**config.mk**
```make
export PLATFORM = sky130hd
export DESIGN_NAME = alu_exec
export DESIGN_NICKNAME = d
export VERILOG_FILES = /design/src/verilog/rv64_pkg.sv /design/src/verilog/alu_exec.sv
export SDC_FILE = /design/constraint.sdc
export NUM_CORES = 1
export LEC_CHECK = 0
export BUFFER_PORTS_ARGS = -buffer_cell sky130_fd_sc_hd__buf_2
export CAP_MARGIN = 40
export CORE_AREA = 2 2 175 177
export DETAILED_ROUTE_END_ITERATION = 8
export DIE_AREA = 0 0 177 179
export GPL_ROUTABILITY_DRIVEN = 0
export PLACE_DENSITY = 0.53
export SLEW_MARGIN = 5
export SYNTH_ARGS = -nofsm -noshare
export SYNTH_HDL_FRONTEND = slang
export SYNTH_SLANG_ARGS = --single-unit
```
**constraint.sdc**
```tcl
create_clock -name vclk -period 9.4
set_input_delay 0.47 -clock vclk [all_inputs]
set_output_delay 0.47 -clock vclk [all_outputs]
set_load 0.05 [all_outputs]
```
**src/verilog/rv64_pkg.sv**
```systemverilog
//####################################################################
// rv64_pkg
//   datapath and instruction widths
//   RV64I opcodes, funct3 and funct12 codes for the supported subset
//   data memory geometry and reset pc
//####################################################################

package rv64_pkg;

  // register / data width of the core
  localparam int XLEN     = 64;
  // every instruction is a full 32-bit word, no compressed set
  localparam int INST_W   = 32;
  // 32 architectural registers
  localparam int REG_ID_W = 5;
  // one mask bit per byte of a doubleword
  localparam int WMASK_W  = XLEN / 8;

  // major opcodes, bits [6:0] of the instruction
  // register-immediate arithmetic
  localparam logic [6:0] OP_IMM    = 7'b0010011;
  // add upper immediate to pc
  localparam logic [6:0] OP_AUIPC  = 7'b0010111;
  // jump and link, pc relative
  localparam logic [6:0] OP_JAL    = 7'b1101111;
  // jump and link, register relative
  localparam logic [6:0] OP_JALR   = 7'b1100111;
  // loads, width in funct3
  localparam logic [6:0] OP_LOAD   = 7'b0000011;
  // stores, width in funct3
  localparam logic [6:0] OP_STORE  = 7'b0100011;
  // ecall / ebreak / csr space
  localparam logic [6:0] OP_SYSTEM = 7'b1110011;

  // funct3, bits [14:12]
  // addi inside OP_IMM
  localparam logic [2:0] F3_ADDI   = 3'b000;
  // doubleword width for ld / sd
  localparam logic [2:0] F3_DOUBLE = 3'b011;
  // privileged group inside OP_SYSTEM
  localparam logic [2:0] F3_PRIV   = 3'b000;

  // funct12, bits [31:20], tells ebreak apart from ecall
  localparam logic [11:0] F12_EBREAK = 12'h001;

  // private data memory, counted in doublewords
  localparam int DMEM_WORDS = 64;
  // word index width, address bits [DMEM_AW+2:3]
  localparam int DMEM_AW    = $clog2(DMEM_WORDS);

  // first fetch after reset
  localparam logic [XLEN-1:0] RESET_PC = 64'h0;

endpackage

```
**src/verilog/alu_exec.sv**
```systemverilog
//####################################################################
// alu_exec
//   operand muxing for the shared adder
//   sum / address result, link value pc + 4
//   next pc for jal, jalr and sequential flow
//####################################################################

`timescale 1ns/1ps

module alu_exec (
  input  logic [rv64_pkg::XLEN-1:0] pc,
  input  logic [rv64_pkg::XLEN-1:0] rs1_val,
  input  logic [rv64_pkg::XLEN-1:0] rs2_val,
  input  logic [rv64_pkg::XLEN-1:0] imm,
  input  logic                      need_imm,
  input  logic                      alu_add,
  input  logic                      is_auipc,
  input  logic                      is_jal,
  input  logic                      is_jalr,
  output logic [rv64_pkg::XLEN-1:0] alu_result,
  output logic [rv64_pkg::XLEN-1:0] link,
  output logic [rv64_pkg::XLEN-1:0] next_pc
);

  import rv64_pkg::*;

  // fixed instruction size, no compressed forms
  localparam logic [XLEN-1:0] INST_BYTES = XLEN'(INST_W / 8);

  logic [XLEN-1:0] op_a;
  logic [XLEN-1:0] op_b;
  logic [XLEN-1:0] sum;
  logic [XLEN-1:0] seq_pc;
  logic            take_jump;

  // pc-relative forms add onto pc
  assign op_a = (is_auipc || is_jal) ? pc : rs1_val;

  // jal needs imm even though decode leaves need_imm low
  assign op_b = (need_imm || is_jal) ? imm : rs2_val;

  // one adder serves sums, load/store addresses and jump targets
  assign sum = op_a + op_b;

  // gated so non-arithmetic instructions show zero
  assign alu_result = alu_add ? sum : '0;

  // fall-through address, also the link value
  assign seq_pc = pc + INST_BYTES;
  assign link   = seq_pc;

  assign take_jump = is_jal | is_jalr;

  always_comb begin
    next_pc = seq_pc;
    if (take_jump) begin
      next_pc = sum;
      // jalr target loses its low bit
      if (is_jalr) begin
        next_pc[0] = 1'b0;
      end
    end
  end

endmodule

```
==> flow_metrics.env, run 1 <==
export IMPL_status="completed"
export IMPL_slew_headroom=0.388
export IMPL_required_ns=8.93
export IMPL_fmax_mhz=175
export IMPL_port_buffers=453
export IMPL_drc=0
export IMPL_seqCellArea_um2=0
export IMPL_vias=9800
export IMPL_yosysSeqAreaShare=0
export IMPL_place_ws_ns=3.68
export IMPL_die_w_um=177
export IMPL_drtIter0Drc=674
export IMPL_drive_gt1_frac=0.407
export IMPL_ant_nets=0
export IMPL_fin_setup_tns_ns=0
export IMPL_end_kind="primary output"
export IMPL_hold_class="in2out"
export IMPL_startpoint_type="input pin"
export IMPL_grt_pass1_wl_um=55000
export IMPL_fin_nets=1853
export IMPL_p_leak_nw=4.99
export IMPL_maxCapViolations=0
export IMPL_finalCritPeriodShare=0.608
export IMPL_crit_type="in2out"
export IMPL_cpPeakStageDelay_ns=0.58
export IMPL_hold_viol_final=0
export IMPL_slew_violations=0
export IMPL_grt_overflow_total=0
export IMPL_initial_core_util=0.254
export IMPL_synth_nets=1455
export IMPL_ioPinCount=453
export IMPL_postSynthAreaPerCell_um2=6.77
export IMPL_crit_chain="buf_2, nor2_4, buf_4, buf_4, mux2_2, ha_1, inv_1, fa_1, nor2b_1, o2111a_1, o2111ai_1, nor3b_1, o31ai_4, a31oi_1, o21bai_1, xnor2_1, o21ai_0, buf_2"
export IMPL_rsz0062_at_grt="no"
export IMPL_routed_wl_um=38300
export IMPL_peakVddDrop_v=0.000101
export IMPL_seq_cell_count=0
export IMPL_wl_per_cell_um=19.9
export IMPL_slowest_stage="a31oi_1"
export IMPL_synth_cell_types=74
export IMPL_cts_resized=0
export IMPL_ys_warn_count=0
export IMPL_grt_max_degree=88
export IMPL_fin_ws_ns=3.68
export IMPL_pwr_density_cell_nw_per_um2=139
export IMPL_post_cts_setup_buffer_count=0
export IMPL_clock_buffers=0
export IMPL_die_height_um=179
export IMPL_multiInputGateArea_um2=7300
export IMPL_worstPathMaxFanout=36
export IMPL_grt_pass1_vias=9357
export IMPL_fillers=3367
export IMPL_antenna_found_initial=2
export IMPL_netlist_instances=1129
export IMPL_core_rowCount=64
export IMPL_grtUsageTotal=0.224
export IMPL_tightest_slew_ns=0.917
export IMPL_hold_buffers=0
export IMPL_period_needed_ns=5.72
export IMPL_area_delta_synth_final_pct=34.0
export IMPL_setup_violations=0
export IMPL_core_area_um2=30000
export IMPL_die_area_um2=31700
export IMPL_arrival_ns=5.25
export IMPL_synth_area_um2=7640
export IMPL_hpwl_um=33300
export IMPL_total_power_mw=1.43
export IMPL_drtPass1Iterations=7
export IMPL_routed_via_density=5.10
[cell usage after synthesis, types with 3 or more instances]
master / instances / area, um^2
xor2_1: 45 / 394
o21ai_1: 8 / 40.0
nor2_1: 91 / 342
a31o_2: 4 / 35.0
o31ai_1: 9 / 67.6
nand2_1: 175 / 657
o211ai_1: 3 / 22.5
and4_1: 10 / 87.6
a211oi_1: 4 / 30.0
nand3_1: 45 / 225
a221o_1: 3 / 30.0
or2_2: 8 / 50.1
nand4_1: 24 / 150
ha_1: 64 / 801
inv_1: 27 / 101
a21o_1: 37 / 278
o21ai_0: 66 / 330
mux2_2: 126 / 1420
and2_1: 31 / 194
xnor2_1: 72 / 631
o21bai_1: 13 / 97.6
and3_1: 14 / 87.6
a31oi_1: 9 / 56.3
nor3_2: 4 / 40.0
o21a_1: 7 / 52.6
or3_1: 7 / 43.8
nor3_1: 21 / 105
nand2b_1: 6 / 37.5
clkbuf_1: 48 / 180
buf_2: 12 / 60.1
a21oi_1: 71 / 355
mux2i_1: 4 / 40.0
[power breakdown]
| part | switching [mW] | internal [mW] | total [mW] |
|---|---|---|---|
| Combinational | 1.03 | 0.399 | 1.43 |
| Sequential | 0 | 0 | 0 |
| Clock | 0 | 0.0000000285 | 0.0000000285 |
[cell families after synthesis]
group | Yosys count | synth area share
buf+inv | 91 | 0.0477
fa+ha+maj | 65 | 0.107
compound gates | 267 | 0.225
xor+xnor | 118 | 0.136
simple gates | 457 | 0.291
mux | 131 | 0.192
[metal layers]
layer	GRT usage	share of wire	up-vias
li1	-	-	4854
met1	0.299	0.44	4568
met2	0.396	0.49	338
met3	0.0191	0.055	40
met4	0.0331	0.015	0
met5	0	0	-
[final cells by class]
cell class                      instances  area share
Multi-Input combinational cell       1038       0.713
Antenna cell                            2    0.000489
Inverter                               27     0.00990
Timing Repair Buffer                  460       0.228
Tap cell                              396      0.0484
[cell usage in the layout, fill, tap and decap left out, types with 4 or more instances in the layout]
cell type | synthesis | routed
xnor2_1 | 72 | 72
and2_1 | 31 | 31
o21ai_1 | 8 | 8
nand2b_1 | 6 | 6
buf_2 | 12 | 453
a31o_2 | 4 | 4
xor2_1 | 45 | 45
o21bai_1 | 13 | 13
nand4_1 | 24 | 24
mux2i_1 | 4 | 4
nor3_1 | 21 | 21
a21o_1 | 37 | 37
o21ai_0 | 66 | 66
or3_1 | 7 | 7
a31oi_1 | 9 | 9
nand3_1 | 45 | 45
mux2_2 | 126 | 126
a21oi_1 | 71 | 71
or2_2 | 8 | 8
inv_1 | 27 | 27
ha_1 | 64 | 64
and3_1 | 14 | 14
o31ai_1 | 9 | 9
nand2_1 | 175 | 175
a211oi_1 | 4 | 4
nor2_1 | 91 | 88
buf_4 | 2 | 6
o21a_1 | 7 | 7
nor3_2 | 4 | 4
and4_1 | 10 | 10
[stage by stage]
| stage | hold WS [ns] | cells | area, um^2 | utilization |
|---|---|---|---|---|
| 2_1_floorplan | 1.11 | 1129 | 7640 | - |
| 3_5_place_dp | 1.26 | 1921 | 10200 | 0.341 |
| 5_1_grt | 1.27 | 1923 | 10200 | 0.341 |
| 6_report | 1.27 | 1923 | 10200 | 0.341 |
| 3_3_place_gp | 1.27 | 1920 | 10200 | 0.340 |
| 4_1_cts | 1.26 | 1921 | 10200 | 0.341 |
[path summary, 6_finish.rpt]
kind               start          end  depth (start not counted)
hold / removal     pc[1]      link[1]                          2
setup / recovery  is_jal  next_pc[48]                         18
[worst max-delay path, delay by kind of cell]
| kind | cells | cell delay (ns) |
|---|---|---|
| fa+ha+maj | 2 | 0.41 |
| compound gates | 6 | 1.64 |
| xor+xnor | 1 | 0.30 |
| simple gates | 3 | 0.62 |
| mux | 1 | 0.39 |
| buf+inv | 5 | 1.37 |
Note: power is estimated with default switching activity, not from simulation.
==> inputs of run 2 (changes only) <==
- clock period: 9.4 -> 5.98 ns (I/O delays scaled with it)
==> flow_metrics.env, run 2 (synthesized netlist as in run 1, its figures left out) <==
export IMPL_slew_violations=0
export IMPL_switchingPower_mw=1.62
export IMPL_die_height_um=179
export IMPL_required_ns=5.68
export IMPL_post_cts_setup_buffer_count=0
export IMPL_hpwl_um=33700
export IMPL_stdcell_count=1928
export IMPL_grt_overflow_total=0
export IMPL_fin_setup_tns_ns=0
export IMPL_core_area_um2=30000
export IMPL_wl_per_cell_um=20.0
export IMPL_routed_wl_um=38600
export IMPL_slew_headroom=0.477
export IMPL_rsz0062_at_grt="no"
export IMPL_fin_nets=1856
export IMPL_crit_type="in2out"
export IMPL_initial_core_util=0.254
export IMPL_hold_class="in2out"
export IMPL_grt_pass1_wl_um=55300
export IMPL_routed_via_density=5.20
export IMPL_grt_pass1_vias=9411
export IMPL_hold_ws_ns=0.913
export IMPL_period_needed_ns=5.11
export IMPL_maxCapViolations=0
export IMPL_die_w_um=177
export IMPL_pwr_density_cell_nw_per_um2=219
export IMPL_grtUsageTotal=0.225
export IMPL_vias=10000
export IMPL_finalCritPeriodShare=0.854
export IMPL_hold_viol_final=0
export IMPL_status="completed"
export IMPL_clock_buffers=0
export IMPL_fmax_mhz=196
export IMPL_pwr_share_clk=0
export IMPL_hold_buffers=0
export IMPL_seq_cell_count=0
export IMPL_seqCellArea_um2=0
export IMPL_die_area_um2=31700
export IMPL_area_delta_synth_final_pct=34.6
export IMPL_final_cell_mix="buf_2, nand2_1, mux2_2, nor2_1, xnor2_1"
export IMPL_antenna_found_initial=3
export IMPL_intPower_mw=0.630
export IMPL_grt_max_degree=58
export IMPL_startpoint_type="input pin"
export IMPL_port_buffers=453
export IMPL_p_leak_nw=5.01
export IMPL_ioPinCount=453
export IMPL_placed_cells=1924
export IMPL_core_rowCount=64
export IMPL_drive_gt1_frac=0.408
export IMPL_seq_power_share=0
export IMPL_tightest_slew_ns=0.778
export IMPL_setup_violations=0
export IMPL_peakVddDrop_v=0.000140
export IMPL_drtIter0Drc=747
export IMPL_swShare=0.720
export IMPL_ant_nets=0
export IMPL_end_kind="primary output"
export IMPL_worstPathMaxFanout=32
export IMPL_drtPass1Iterations=5
export IMPL_comb_power_share=1.000
export IMPL_layout_commonest_cell="buf_2"
export IMPL_arrival_ns=4.81
export IMPL_cts_resized=0
export IMPL_drc=0
[run 2: cell count changes in the layout (fill, tap and decap cells not counted)]
cell,previous run,this run
buf_12,0,1
diode_2,2,4
buf_4,6,8
[run 2: power groups by stage]
stage / clock network (mW) / registers [mW] / logic (mW)
floorplan: 0 / 0 / 1.62
global placement: 0 / 0 / 2.24
detailed placement: 0 / 0 / 2.24
CTS: 0 / 0 / 2.25
global route: 0.0000000672 / 0 / 2.39
finish: 0.0000000900 / 0 / 2.25
[run 2: worst max-delay path: stages]
cell and delay, ns:
buf_2 0.16, nor2_4 0.29, buf_4 0.45, mux2_2 0.40, ha_1 0.40, a21oi_1 0.25, o21ai_1 0.14, a211oi_1 0.34
o211ai_1 0.24, a221o_1 0.40, a31oi_1 0.34, o22ai_1 0.20, o21a_1 0.23, nor3_1 0.29, buf_2 0.33
[run 2: stage by stage]
stage	total power [mW]	area, um^2	util	setup WS (ns)
final	2.25	10300	0.342	0.874
after global routing	2.39	10300	0.342	0.686
after CTS	2.25	10300	0.342	0.909
after detailed placement	2.24	10300	0.342	0.918
after global placement	2.24	10200	0.341	0.950
after floorplan	1.62	7640	-	0.947
[run 2: area by class of cell]
| class | count | area [um^2] |
|---|---|---|
| multi-input cells | 1038 | 7300 |
| well taps | 396 | 495 |
| diodes | 4 | 10.0 |
| repair buffers | 463 | 2370 |
| inverters | 27 | 101 |
| fillers | 3351 | 19700 |
[run 2: metal layers]
metal,vias to the layer above,share of wire,global-route usage
li1,4859,-,-
met1,4713,0.44,0.302
met2,389,0.48,0.387
met3,56,0.056,0.0221
met4,0,0.024,0.0523
met5,-,0,0
[run 2: final timing paths]
path / startpoint / end / cells after the start
worst max-delay path: is_jal / alu_result[60] / 15
worst min-delay path: pc[1] / link[1] / 2
