===== config.mk =====
export PLATFORM = sky130hd
export DESIGN_NAME = decoder
export DESIGN_NICKNAME = d
export VERILOG_FILES = /design/src/verilog/rv64_pkg.sv /design/src/verilog/decoder.sv
export SDC_FILE = /design/constraint.sdc
export NUM_CORES = 1
export LEC_CHECK = 0
export ABC_AREA = 0
export BUFFER_PORTS_ARGS = -buffer_cell sky130_fd_sc_hd__buf_2
export CAP_MARGIN = 30
export CORE_ASPECT_RATIO = 1.4
export CORE_MARGIN = 2
export CORE_UTILIZATION = 28
export DETAILED_ROUTE_END_ITERATION = 7
export PLACE_DENSITY = 0.75
export REMOVE_ABC_BUFFERS = 1
export SYNTH_ARGS = -nofsm -noshare
export SYNTH_HDL_FRONTEND = slang
export SYNTH_SLANG_ARGS = --single-unit

===== constraint.sdc =====
create_clock -name vclk -period 3.8
set_input_delay 0.76 -clock vclk [all_inputs]
set_output_delay 0.76 -clock vclk [all_outputs]
set_load 0.1 [all_outputs]

===== src/verilog/rv64_pkg.sv =====
//####################################################################
// rv64_pkg
//   datapath and instruction widths
//   RV64I opcodes, funct3 and funct12 codes for the supported subset
//   data memory geometry and reset pc
//####################################################################

package rv64_pkg;

  // register / data width of the core
  localparam int XLEN     = 64;
  // every instruction is a full 32-bit word, no compressed set
  localparam int INST_W   = 32;
  // 32 architectural registers
  localparam int REG_ID_W = 5;
  // one mask bit per byte of a doubleword
  localparam int WMASK_W  = XLEN / 8;

  // major opcodes, bits [6:0] of the instruction
  // register-immediate arithmetic
  localparam logic [6:0] OP_IMM    = 7'b0010011;
  // add upper immediate to pc
  localparam logic [6:0] OP_AUIPC  = 7'b0010111;
  // jump and link, pc relative
  localparam logic [6:0] OP_JAL    = 7'b1101111;
  // jump and link, register relative
  localparam logic [6:0] OP_JALR   = 7'b1100111;
  // loads, width in funct3
  localparam logic [6:0] OP_LOAD   = 7'b0000011;
  // stores, width in funct3
  localparam logic [6:0] OP_STORE  = 7'b0100011;
  // ecall / ebreak / csr space
  localparam logic [6:0] OP_SYSTEM = 7'b1110011;

  // funct3, bits [14:12]
  // addi inside OP_IMM
  localparam logic [2:0] F3_ADDI   = 3'b000;
  // doubleword width for ld / sd
  localparam logic [2:0] F3_DOUBLE = 3'b011;
  // privileged group inside OP_SYSTEM
  localparam logic [2:0] F3_PRIV   = 3'b000;

  // funct12, bits [31:20], tells ebreak apart from ecall
  localparam logic [11:0] F12_EBREAK = 12'h001;

  // private data memory, counted in doublewords
  localparam int DMEM_WORDS = 64;
  // word index width, address bits [DMEM_AW+2:3]
  localparam int DMEM_AW    = $clog2(DMEM_WORDS);

  // first fetch after reset
  localparam logic [XLEN-1:0] RESET_PC = 64'h0;

endpackage


===== src/verilog/decoder.sv =====
//####################################################################
// decoder
//   combinational RV64 decode for addi, auipc, jal, jalr, sd, ld,
//   the all-zero nop and ebreak
//   register fields, sign-extended immediate, control strobes
//   flags every other encoding as not implemented
//####################################################################

`timescale 1ns/1ps

module decoder (
  input  logic [rv64_pkg::INST_W-1:0]   inst,

  output logic [rv64_pkg::REG_ID_W-1:0] rd,
  output logic [rv64_pkg::REG_ID_W-1:0] rs1,
  output logic [rv64_pkg::REG_ID_W-1:0] rs2,
  output logic [rv64_pkg::XLEN-1:0]     imm,
  output logic                          need_imm,
  output logic                          alu_add,
  output logic                          is_auipc,
  output logic                          is_jal,
  output logic                          is_jalr,
  output logic                          is_ebreak,
  output logic                          reg_wen,
  output logic                          mem_wen,
  output logic                          mem_ren,
  output logic [rv64_pkg::WMASK_W-1:0]  wmask,
  output logic                          inst_not_ipl
);

  import rv64_pkg::*;

  // raw instruction fields
  wire [6:0]  opcode  = inst[6:0];
  wire [2:0]  funct3  = inst[14:12];
  wire [11:0] funct12 = inst[31:20];

  // opcode hits
  wire op_imm    = (opcode == OP_IMM);
  wire op_auipc  = (opcode == OP_AUIPC);
  wire op_jal    = (opcode == OP_JAL);
  wire op_jalr   = (opcode == OP_JALR);
  wire op_load   = (opcode == OP_LOAD);
  wire op_store  = (opcode == OP_STORE);
  wire op_system = (opcode == OP_SYSTEM);

  // the eight supported encodings
  wire dec_addi   = op_imm & (funct3 == F3_ADDI);
  wire dec_auipc  = op_auipc;
  // jal / jalr carry no funct qualifier here
  wire dec_jal    = op_jal;
  wire dec_jalr   = op_jalr;
  wire dec_ld     = op_load & (funct3 == F3_DOUBLE);
  wire dec_sd     = op_store & (funct3 == F3_DOUBLE);
  wire dec_ebreak = op_system & (funct3 == F3_PRIV) & (funct12 == F12_EBREAK);
  // all-zero word, retires with no side effect
  wire dec_nop    = (inst == '0);

  // anything outside the list traps
  wire legal = dec_addi | dec_auipc | dec_jal | dec_jalr |
               dec_ld | dec_sd | dec_ebreak | dec_nop;

  // immediate format per instruction type
  wire i_type = dec_addi | dec_jalr | dec_ld;
  wire u_type = dec_auipc;
  wire j_type = dec_jal;
  wire s_type = dec_sd;

  // sign-extended immediates, one per format
  wire [XLEN-1:0] imm_i = {{(XLEN-12){inst[31]}}, inst[31:20]};
  wire [XLEN-1:0] imm_u = {{(XLEN-32){inst[31]}}, inst[31:12], 12'b0};
  // J format scatters imm[20|10:1|11|19:12]
  wire [XLEN-1:0] imm_j = {{(XLEN-20){inst[31]}}, inst[19:12], inst[20],
                           inst[30:21], 1'b0};
  // S format splits imm across funct7 and rd
  wire [XLEN-1:0] imm_s = {{(XLEN-12){inst[31]}}, inst[31:25], inst[11:7]};

  always_comb begin
    // no format selected for nop, ebreak or illegal words
    imm = '0;
    if (i_type) begin
      imm = imm_i;
    end else if (u_type) begin
      imm = imm_u;
    end else if (j_type) begin
      imm = imm_j;
    end else if (s_type) begin
      imm = imm_s;
    end
  end

  // register indices straight from the fixed positions
  assign rd  = inst[11:7];
  assign rs1 = inst[19:15];
  assign rs2 = inst[24:20];

  // adder result is needed as a sum or an address
  assign alu_add  = legal & (dec_addi | dec_auipc | dec_jalr | dec_ld | dec_sd);
  // second operand comes from imm rather than rs2
  assign need_imm = legal & (dec_addi | dec_auipc | dec_jalr | dec_ld | dec_sd);

  // special-case strobes for the execute stage
  assign is_auipc  = legal & dec_auipc;
  assign is_jal    = legal & dec_jal;
  assign is_jalr   = legal & dec_jalr;
  assign is_ebreak = legal & dec_ebreak;

  // register write-back, ld included
  assign reg_wen = legal & (dec_addi | dec_auipc | dec_jal | dec_jalr | dec_ld);
  // memory side
  assign mem_wen = legal & dec_sd;
  assign mem_ren = legal & dec_ld;
  // only full doubleword stores exist, so all bytes or none
  assign wmask   = {WMASK_W{mem_wen}};

  // exception flag for the top level
  assign inst_not_ipl = ~legal;

endmodule


==> run summary, run 1 <==
status: finished, final reports clean
critical path type: in -> out
GRT Total Usage: 0.195
FF+latch count: 0
top post-synthesis cells by count: buf_4 (56), a21o_1 (10), a21o_2 (10)
drc violations: 0
sequential share of the synthesized area: 0
worst setup margin: 0.232 ns
minimum clock period: 3.57 ns
Final #Nets: 248
ant diodes: 0
Synth area leaders: buf_4 (41%), a21o_2 (8.6%), a21o_1 (7.3%), a22o_1 (4.3%), nor2b_1 (3.7%)
Final Cycle Share: 0.939
routed len/inst: 17.5 um
cell taking the most area after synthesis: buf_4
clkbuf count: 0
Synth Area in Simple Gates: 0.274
Reg area: 0 sq um
Post-Layout Inst Area: 0.00216 sq mm
post-synthesis mux area share: 0
hold path startpoint: inst[27]
post-synth top area share: 0.411
top-count cell post-synth: buf_4
DIE WIDTH: 55.1 um
Peak VDD IR: 0.0930 mV
crit path from: inst[3]
antenna-violating nets left: 0
DR iter-0 viols: 22
Pwr Total: 0.211 mW
Initial Util: 0.286
DP Worst Slack: 0.266 ns
Placed Area: 0.00216 sq mm
worst slew pin tran: 0.501 ns
initial antenna violation count: 0
Setup violations, final: 0
first-pass GRT wire length: 6130 um
min-delay worst type: in -> out
complex-gate fraction of the synthesized area: 0.280
final std cells w/o fill: 256
CP Launch Type: input port
Mapped Area: 0.00102 sq mm
final max-slew violation count: 0
maxcap violations: 0
Routed WL: 4490 um
vias in the first global route: 1213
Static Leakage: 1.14 nW
vias per inst: 4.94
Ys Warns: 0
DR vias: 1265
port bufs: 129
area grow syn2layout: 111%
Synth Instances: 140
Final HPWL DP: 3880 um
core area: 0.00358 sq mm
Avg Inst Size Synth: 7.31 sq um
largest net degree at the start of global routing: 34
post-synth cell types: 37
Site Rows: 26
Placed Cells incl. Taps: 256
PwrDens: 97.3 mW/mm^2
DRT Pass-1 Iters: 4
WP data required: 3.04 ns
GPL Wtd Cong: 0.918
Synth Area in XOR/XNOR: 0
layout cell share with drive strength beyond 1: 0.715
Hold Buf Count CTS: 0
GR Overflow Total: 0
largest family of logic cells by synthesized area: buffers and inverters
adder-cell area share of the yosys netlist: 0
crit path DAT: 2.81 ns
post-CTS sizing: 0
die area: 0.00416 sq mm
Setup Buffers After CTS: 0
# IOs: 129
f_max: 280 MHz
unrepaired setup endpoints after global routing: false
Hold Vio Cnt, Final: 0
CP max FO: 33
die height: 75.5 um
Max-Slew Margin vs Limit: 0.666
CP Capture Type: primary output
-- per-stage QoR --
stage,setup TNS [ns],utilization,hold slack [ns]
CTS,0,0.605,1.92
global placement,0,0.605,1.92
floorplan,-923.32,-,1.52
finish,0,0.605,1.92
detailed placement,0,0.605,1.92
global route,0,0.605,1.93
-- critical path, cell delays in order --
cell     delay [ns]
buf_2          0.13
or4bb_1        0.56
a211o_1        0.36
nand2_1        0.16
o31a_1         0.22
buf_12         0.36
buf_12         0.23
-- area by class of cell --
cell class | instances | area [sq um]
Tap cell | 42 | 52.6
Timing Repair Buffer | 133 | 1530
Inverter | 4 | 15.0
Fill cell | 298 | 1420
Multi-Input combinational cell | 77 | 567
-- layout by cell type (no fill, tap or decap), types with 2 or more instances in the layout --
cell type / synthesis / layout
buf_2: 2 / 73
buf_12: 0 / 57
a21o_2: 10 / 10
a21o_1: 10 / 10
nand2_1: 6 / 6
nor2b_1: 6 / 6
nor4_1: 6 / 6
a22o_1: 5 / 5
nor2_1: 4 / 4
inv_1: 3 / 3
buf_4: 56 / 3
nand3b_1: 2 / 2
or3_1: 2 / 2
nor3_1: 2 / 2
nand4_1: 2 / 2
or2_2: 2 / 2
-- cells by family after synthesis --
kind of cell / after synthesis
simple gates: 44
compound gates: 33
buf+inv: 63
-- power breakdown --
part / switching (mW) / internal [mW] / total [mW]
logic: 0.159 / 0.0518 / 0.211
clock network: 0 / 0 / 0
registers: 0 / 0 / 0
-- per-layer routing --
| metal | share of wire | GRT usage |
|---|---|---|
| met4 | 0.010 | 0.0271 |
| met5 | 0 | 0 |
| met1 | 0.35 | 0.228 |
| met2 | 0.56 | 0.372 |
| met3 | 0.071 | 0.0294 |
-- final timing paths --
check | endpoint | slack [ns] | cells after the start
worst max-delay path | imm[46] | 0.23 | 7
worst min-delay path | imm[27] | 1.92 | 3
Note: power is estimated with default switching activity, not from simulation.
==> run 2: changes to the inputs <==
--- a/config.mk
+++ b/config.mk
@@ -10,9 +10,9 @@
 export CAP_MARGIN = 30
 export CORE_ASPECT_RATIO = 1.4
 export CORE_MARGIN = 2
-export CORE_UTILIZATION = 28
+export CORE_UTILIZATION = 34
 export DETAILED_ROUTE_END_ITERATION = 7
-export PLACE_DENSITY = 0.75
+export PLACE_DENSITY = 0.88
 export REMOVE_ABC_BUFFERS = 1
 export SYNTH_ARGS = -nofsm -noshare
 export SYNTH_HDL_FRONTEND = slang
==> run summary, run 2 (synthesized netlist as in run 1, its figures left out) <==
status: finished, final reports clean
WP data required: 3.04 ns (about the same)
GPL Wtd Cong: 0.938 (+2.1%)
GRT Total Usage: 0.275 (+0.0793)
DRT Pass-1 Iters: 4 (unchanged)
Comb power frac: 1.000 (about the same)
vias per inst: 5.28 (+6.8%)
routed len/inst: 20.5 um (+17%)
DR iter-0 viols: 33 (+50%)
Final Cycle Share: 0.943 (+0.00367)
crit path DAT: 2.82 ns (about the same)
worst hold slack: 1.92 ns (-0.00235 ns)
Clk network pwr share: 0 (unchanged)
critical path type: in -> out
critical path cell sequence: buf_2 > or4bb_1 > a211o_1 > nand2_1 > o31a_1 > buf_12 > buf_12
number of fillers in the final layout: 191 (-36%)
Setup violations, final: 0 (unchanged)
initial antenna violation count: 0 (unchanged)
minimum clock period: 3.58 ns (+0.0140 ns)
commonest non-fill, non-tap cell in the layout: buf_2
crit path from: inst[3]
Final #Nets: 249 (+0.40%)
most used cell along the critical path: buf_12
Crit-path slowest cell: or4bb_1
Hold Buf Count CTS: 0 (unchanged)
die height: 68.9 um (-8.8%)
CP Capture Type: primary output
Pwr Total: 0.212 mW (+0.72%)
Peak VDD IR: 0.0962 mV (+3.4%)
clkbuf count: 0 (unchanged)
Site Rows: 23 (-12%)
Initial Util: 0.356 (+0.0696)
Setup Buffers After CTS: 0 (unchanged)
core area: 0.00288 sq mm (-20%)
critical path buffer and inverter count: 3 (unchanged)
port bufs: 129 (unchanged)
Routed WL: 5160 um (+15%)
slowest stage delay, CP: 0.55 ns (about the same)
worst slew pin tran: 0.516 ns (+0.0150 ns)
drc violations: 0 (unchanged)
vias in the first global route: 1333 (+9.9%)
min-delay worst type: in -> out
Final HPWL DP: 4450 um (+15%)
antenna-violating nets left: 0 (unchanged)
worst setup path end: imm[61]
largest net degree at the start of global routing: 34 (unchanged)
hold path startpoint: inst[11]
DR vias: 1330 (+5.1%)
internal power consumption: 0.0518 mW (+0.15%)
Placed Cells incl. Taps: 252 (-1.6%)
sequential share of power: 0 (unchanged)
FF+latch count: 0 (unchanged)
die area: 0.00347 sq mm (-17%)
post-CTS sizing: 0 (unchanged)
f_max: 279 MHz (-0.39%)
DIE WIDTH: 50.4 um (-8.6%)
delay-heaviest family, CP: simple AND/OR/NAND/NOR gates
sw frac: 0.756 (+0.00139)
number of cells on the critical path: 7 (unchanged)
maxcap violations: 0 (unchanged)
ant diodes: 0 (unchanged)
final max-slew violation count: 0 (unchanged)
Hold Vio Cnt, Final: 0 (unchanged)
final std cells w/o fill: 252 (-1.6%)
area grow syn2layout: 111% (about the same)
most frequent cells in the layout: buf_2 (73), buf_12 (57), a21o_2 (10), a21o_1 (10)
Max-Slew Margin vs Limit: 0.647 (-0.0189)
layout cell share with drive strength beyond 1: 0.716 (+0.00133)
first-pass GRT wire length: 7190 um (+17%)
CP Launch Type: input port
CP max FO: 33 (unchanged)
sw power: 0.160 mW (+0.90%)
PwrDens: 98.0 mW/mm^2 (+0.66%)
# IOs: 129 (unchanged)
GR Overflow Total: 0 (unchanged)
Static Leakage: 1.14 nW (+0.48%)
unrepaired setup endpoints after global routing: false
Reg area: 0 sq um (unchanged)
==> run 2: final cells by class <==
class	count	area (sq um)	area share
inverter	4	15.0	0.00694
timing repair buffer	134	1540	0.710
tap	37	46.3	0.0214
multi-input combinational	77	567	0.262
==> run 2: worst min-delay path by stage <==
stage | to | depth (start not counted)
2_1_floorplan | rd[0] | 0
3_3_place_gp | rd[3] | 2
3_5_place_dp | rd[4] | 2
4_1_cts | rd[4] | 2
5_1_grt | rd[3] | 2
6_report | rd[4] | 2
==> run 2: stage by stage <==
stage / utilization / setup slack (ns) / TNS, ns / cell area (sq um)
3_5_place_dp: 0.752 / 0.246 / 0 / 2160
3_3_place_gp: 0.752 / 0.360 / 0 / 2160
4_1_cts: 0.752 / 0.237 / 0 / 2160
2_1_floorplan: - / -25.28 / -923.32 / 582
6_report: 0.752 / 0.218 / 0 / 2160
5_1_grt: 0.752 / 0.192 / 0 / 2160
==> run 2: power by group through the flow <==
stage	sequential (mW)	combinational, mW	clock [mW]
2_1_floorplan	0	0.0737	0
3_3_place_gp	0	0.207	0
3_5_place_dp	0	0.211	0
4_1_cts	0	0.211	0
5_1_grt	0	0.218	0
6_report	0	0.212	0
==> run 2: per-layer routing <==
layer | vias up | routed length (um) | GRT usage
li1 | 600 | - | -
met1 | 619 | 1550 | 0.271
met2 | 100 | 3060 | 0.584
met3 | 11 | 449 | 0.0582
met4 | 0 | 102 | 0.0439
met5 | - | 0 | 0
==> run 3: changes to the inputs <==
--- a/config.mk
+++ b/config.mk
@@ -12,7 +12,9 @@
 export CORE_MARGIN = 2
 export CORE_UTILIZATION = 34
 export DETAILED_ROUTE_END_ITERATION = 7
+export MAX_ROUTING_LAYER = met4
 export PLACE_DENSITY = 0.88
+export RECOVER_POWER = 25
 export REMOVE_ABC_BUFFERS = 1
 export SYNTH_ARGS = -nofsm -noshare
 export SYNTH_HDL_FRONTEND = slang
==> run summary, run 3 (synthesized netlist as in run 1, its figures left out) <==
status: finished, final reports clean
Final HPWL DP: 4450 um (unchanged)
Hold Buf Count CTS: 0 (unchanged)
Initial Util: 0.356 (unchanged)
Comb power frac: 1.000 (about the same)
most frequent cells in the layout: buf_12 (56), buf_2 (53), clkbuf_1 (21), a21o_2 (10), a21o_1 (10)
die height: 68.9 um (unchanged)
vias per inst: 5.29 (+0.23%)
CP max FO: 10 (-70%)
first-pass GRT wire length: 7200 um (+0.19%)
worst setup path end: imm[19]
Max-Slew Margin vs Limit: 0.198 (-0.449)
unrepaired setup endpoints after global routing: false
DRT Pass-1 Iters: 4 (unchanged)
routed len/inst: 20.6 um (+0.72%)
Setup violations, final: 0 (unchanged)
GRT Total Usage: 0.284 (+0.00910)
largest net degree at the start of global routing: 34 (unchanged)
die area: 0.00347 sq mm (unchanged)
Reg area: 0 sq um (unchanged)
final setup TNS: 0 ns (unchanged)
ant diodes: 0 (unchanged)
Clk network pwr share: 0 (unchanged)
GR Overflow Total: 0 (unchanged)
post-CTS sizing: 0 (unchanged)
Peak VDD IR: 0.0948 mV (-1.4%)
Hold Vio Cnt, Final: 0 (unchanged)
PwrDens: 98.9 mW/mm^2 (+0.90%)
DIE WIDTH: 50.4 um (unchanged)
sw power: 0.161 mW (+0.20%)
Static Leakage: 1.07 nW (-6.1%)
Routed WL: 5200 um (+0.72%)
vias in the first global route: 1333 (unchanged)
crit path DAT: 2.88 ns (+0.06 ns)
internal power consumption: 0.0488 mW (-5.8%)
CP Capture Type: primary output
worst hold slack: 1.92 ns (+0.00304 ns)
drc violations: 0 (unchanged)
crit path from: inst[5]
final max-slew violation count: 0 (unchanged)
Site Rows: 23 (unchanged)
worst slew pin tran: 1.21 ns (+0.693 ns)
area grow syn2layout: 107%
critical path type: in -> out
# IOs: 129 (unchanged)
GPL Wtd Cong: 0.954 (+1.8%)
maxcap violations: 0 (unchanged)
Pwr Total: 0.209 mW (-1.3%)
minimum clock period: 3.64 ns (+0.0557 ns)
DR iter-0 viols: 38 (+15%)
core area: 0.00288 sq mm (unchanged)
Final #Nets: 249 (unchanged)
f_max: 275 MHz (-1.5%)
commonest non-fill, non-tap cell in the layout: buf_12
sequential share of power: 0 (unchanged)
WP data required: 3.04 ns (about the same)
antenna-violating nets left: 0 (unchanged)
initial antenna violation count: 0 (unchanged)
Final Cycle Share: 0.957 (+0.0146)
DR vias: 1333 (+0.23%)
CP Launch Type: input port
FF+latch count: 0 (unchanged)
min-delay worst type: in -> out
clkbuf count: 0 (unchanged)
sw frac: 0.767 (+0.0112)
layout cell share with drive strength beyond 1: 0.619 (-0.0977)
Setup Buffers After CTS: 0 (unchanged)
port bufs: 129 (unchanged)
[run 3: cell count changes in the layout (fill, tap and decap cells not counted), sizes merged]
cell    before  now
buf        134  111
clkbuf       0   23
[run 3: cell type report]
class              count  area (sq um)
well taps             37          46.3
repair buffers       134          1490
fillers              206           759
multi-input cells     77           567
inverters              4          15.0
[run 3: metal layers]
layer	global-route usage	part of all wire	routed length (um)
met5	-	0	0
met4	0.0338	0.012	63
met3	0.0453	0.074	386
met2	0.590	0.60	3110
met1	0.282	0.32	1640
[run 3: power groups by stage]
stage,Sequential [mW],Clock (mW),Combinational (mW)
3_3_place_gp,0,0,0.207
5_1_grt,0,0,0.215
2_1_floorplan,0,0,0.0737
4_1_cts,0,0,0.211
6_report,0,0,0.209
3_5_place_dp,0,0,0.211
[run 3: worst min path at each step]
stage | from | end | slack [ns] | depth (start not counted)
6_report | inst[27] | imm[27] | 1.92 | 3
5_1_grt | inst[26] | imm[26] | 1.94 | 3
4_1_cts | inst[11] | rd[4] | 1.92 | 2
3_5_place_dp | inst[11] | rd[4] | 1.92 | 2
3_3_place_gp | inst[10] | rd[3] | 1.92 | 2
2_1_floorplan | inst[7] | rd[0] | 1.52 | 0
[run 3: critical path, cell delays in order]
cell,delay (ns)
buf_2,0.13
or4b_2,0.69
a21oi_1,0.26
clkbuf_1,0.43
a21o_1,0.18
buf_2,0.42
[run 3: per-stage QoR]
stage,setup slack [ns],util,std cells,area [sq um]
5_1_grt,0.131,0.736,252,2120
3_5_place_dp,0.246,0.752,252,2160
3_3_place_gp,0.360,0.752,252,2160
4_1_cts,0.237,0.752,252,2160
2_1_floorplan,-25.28,-,81,582
6_report,0.162,0.736,252,2120
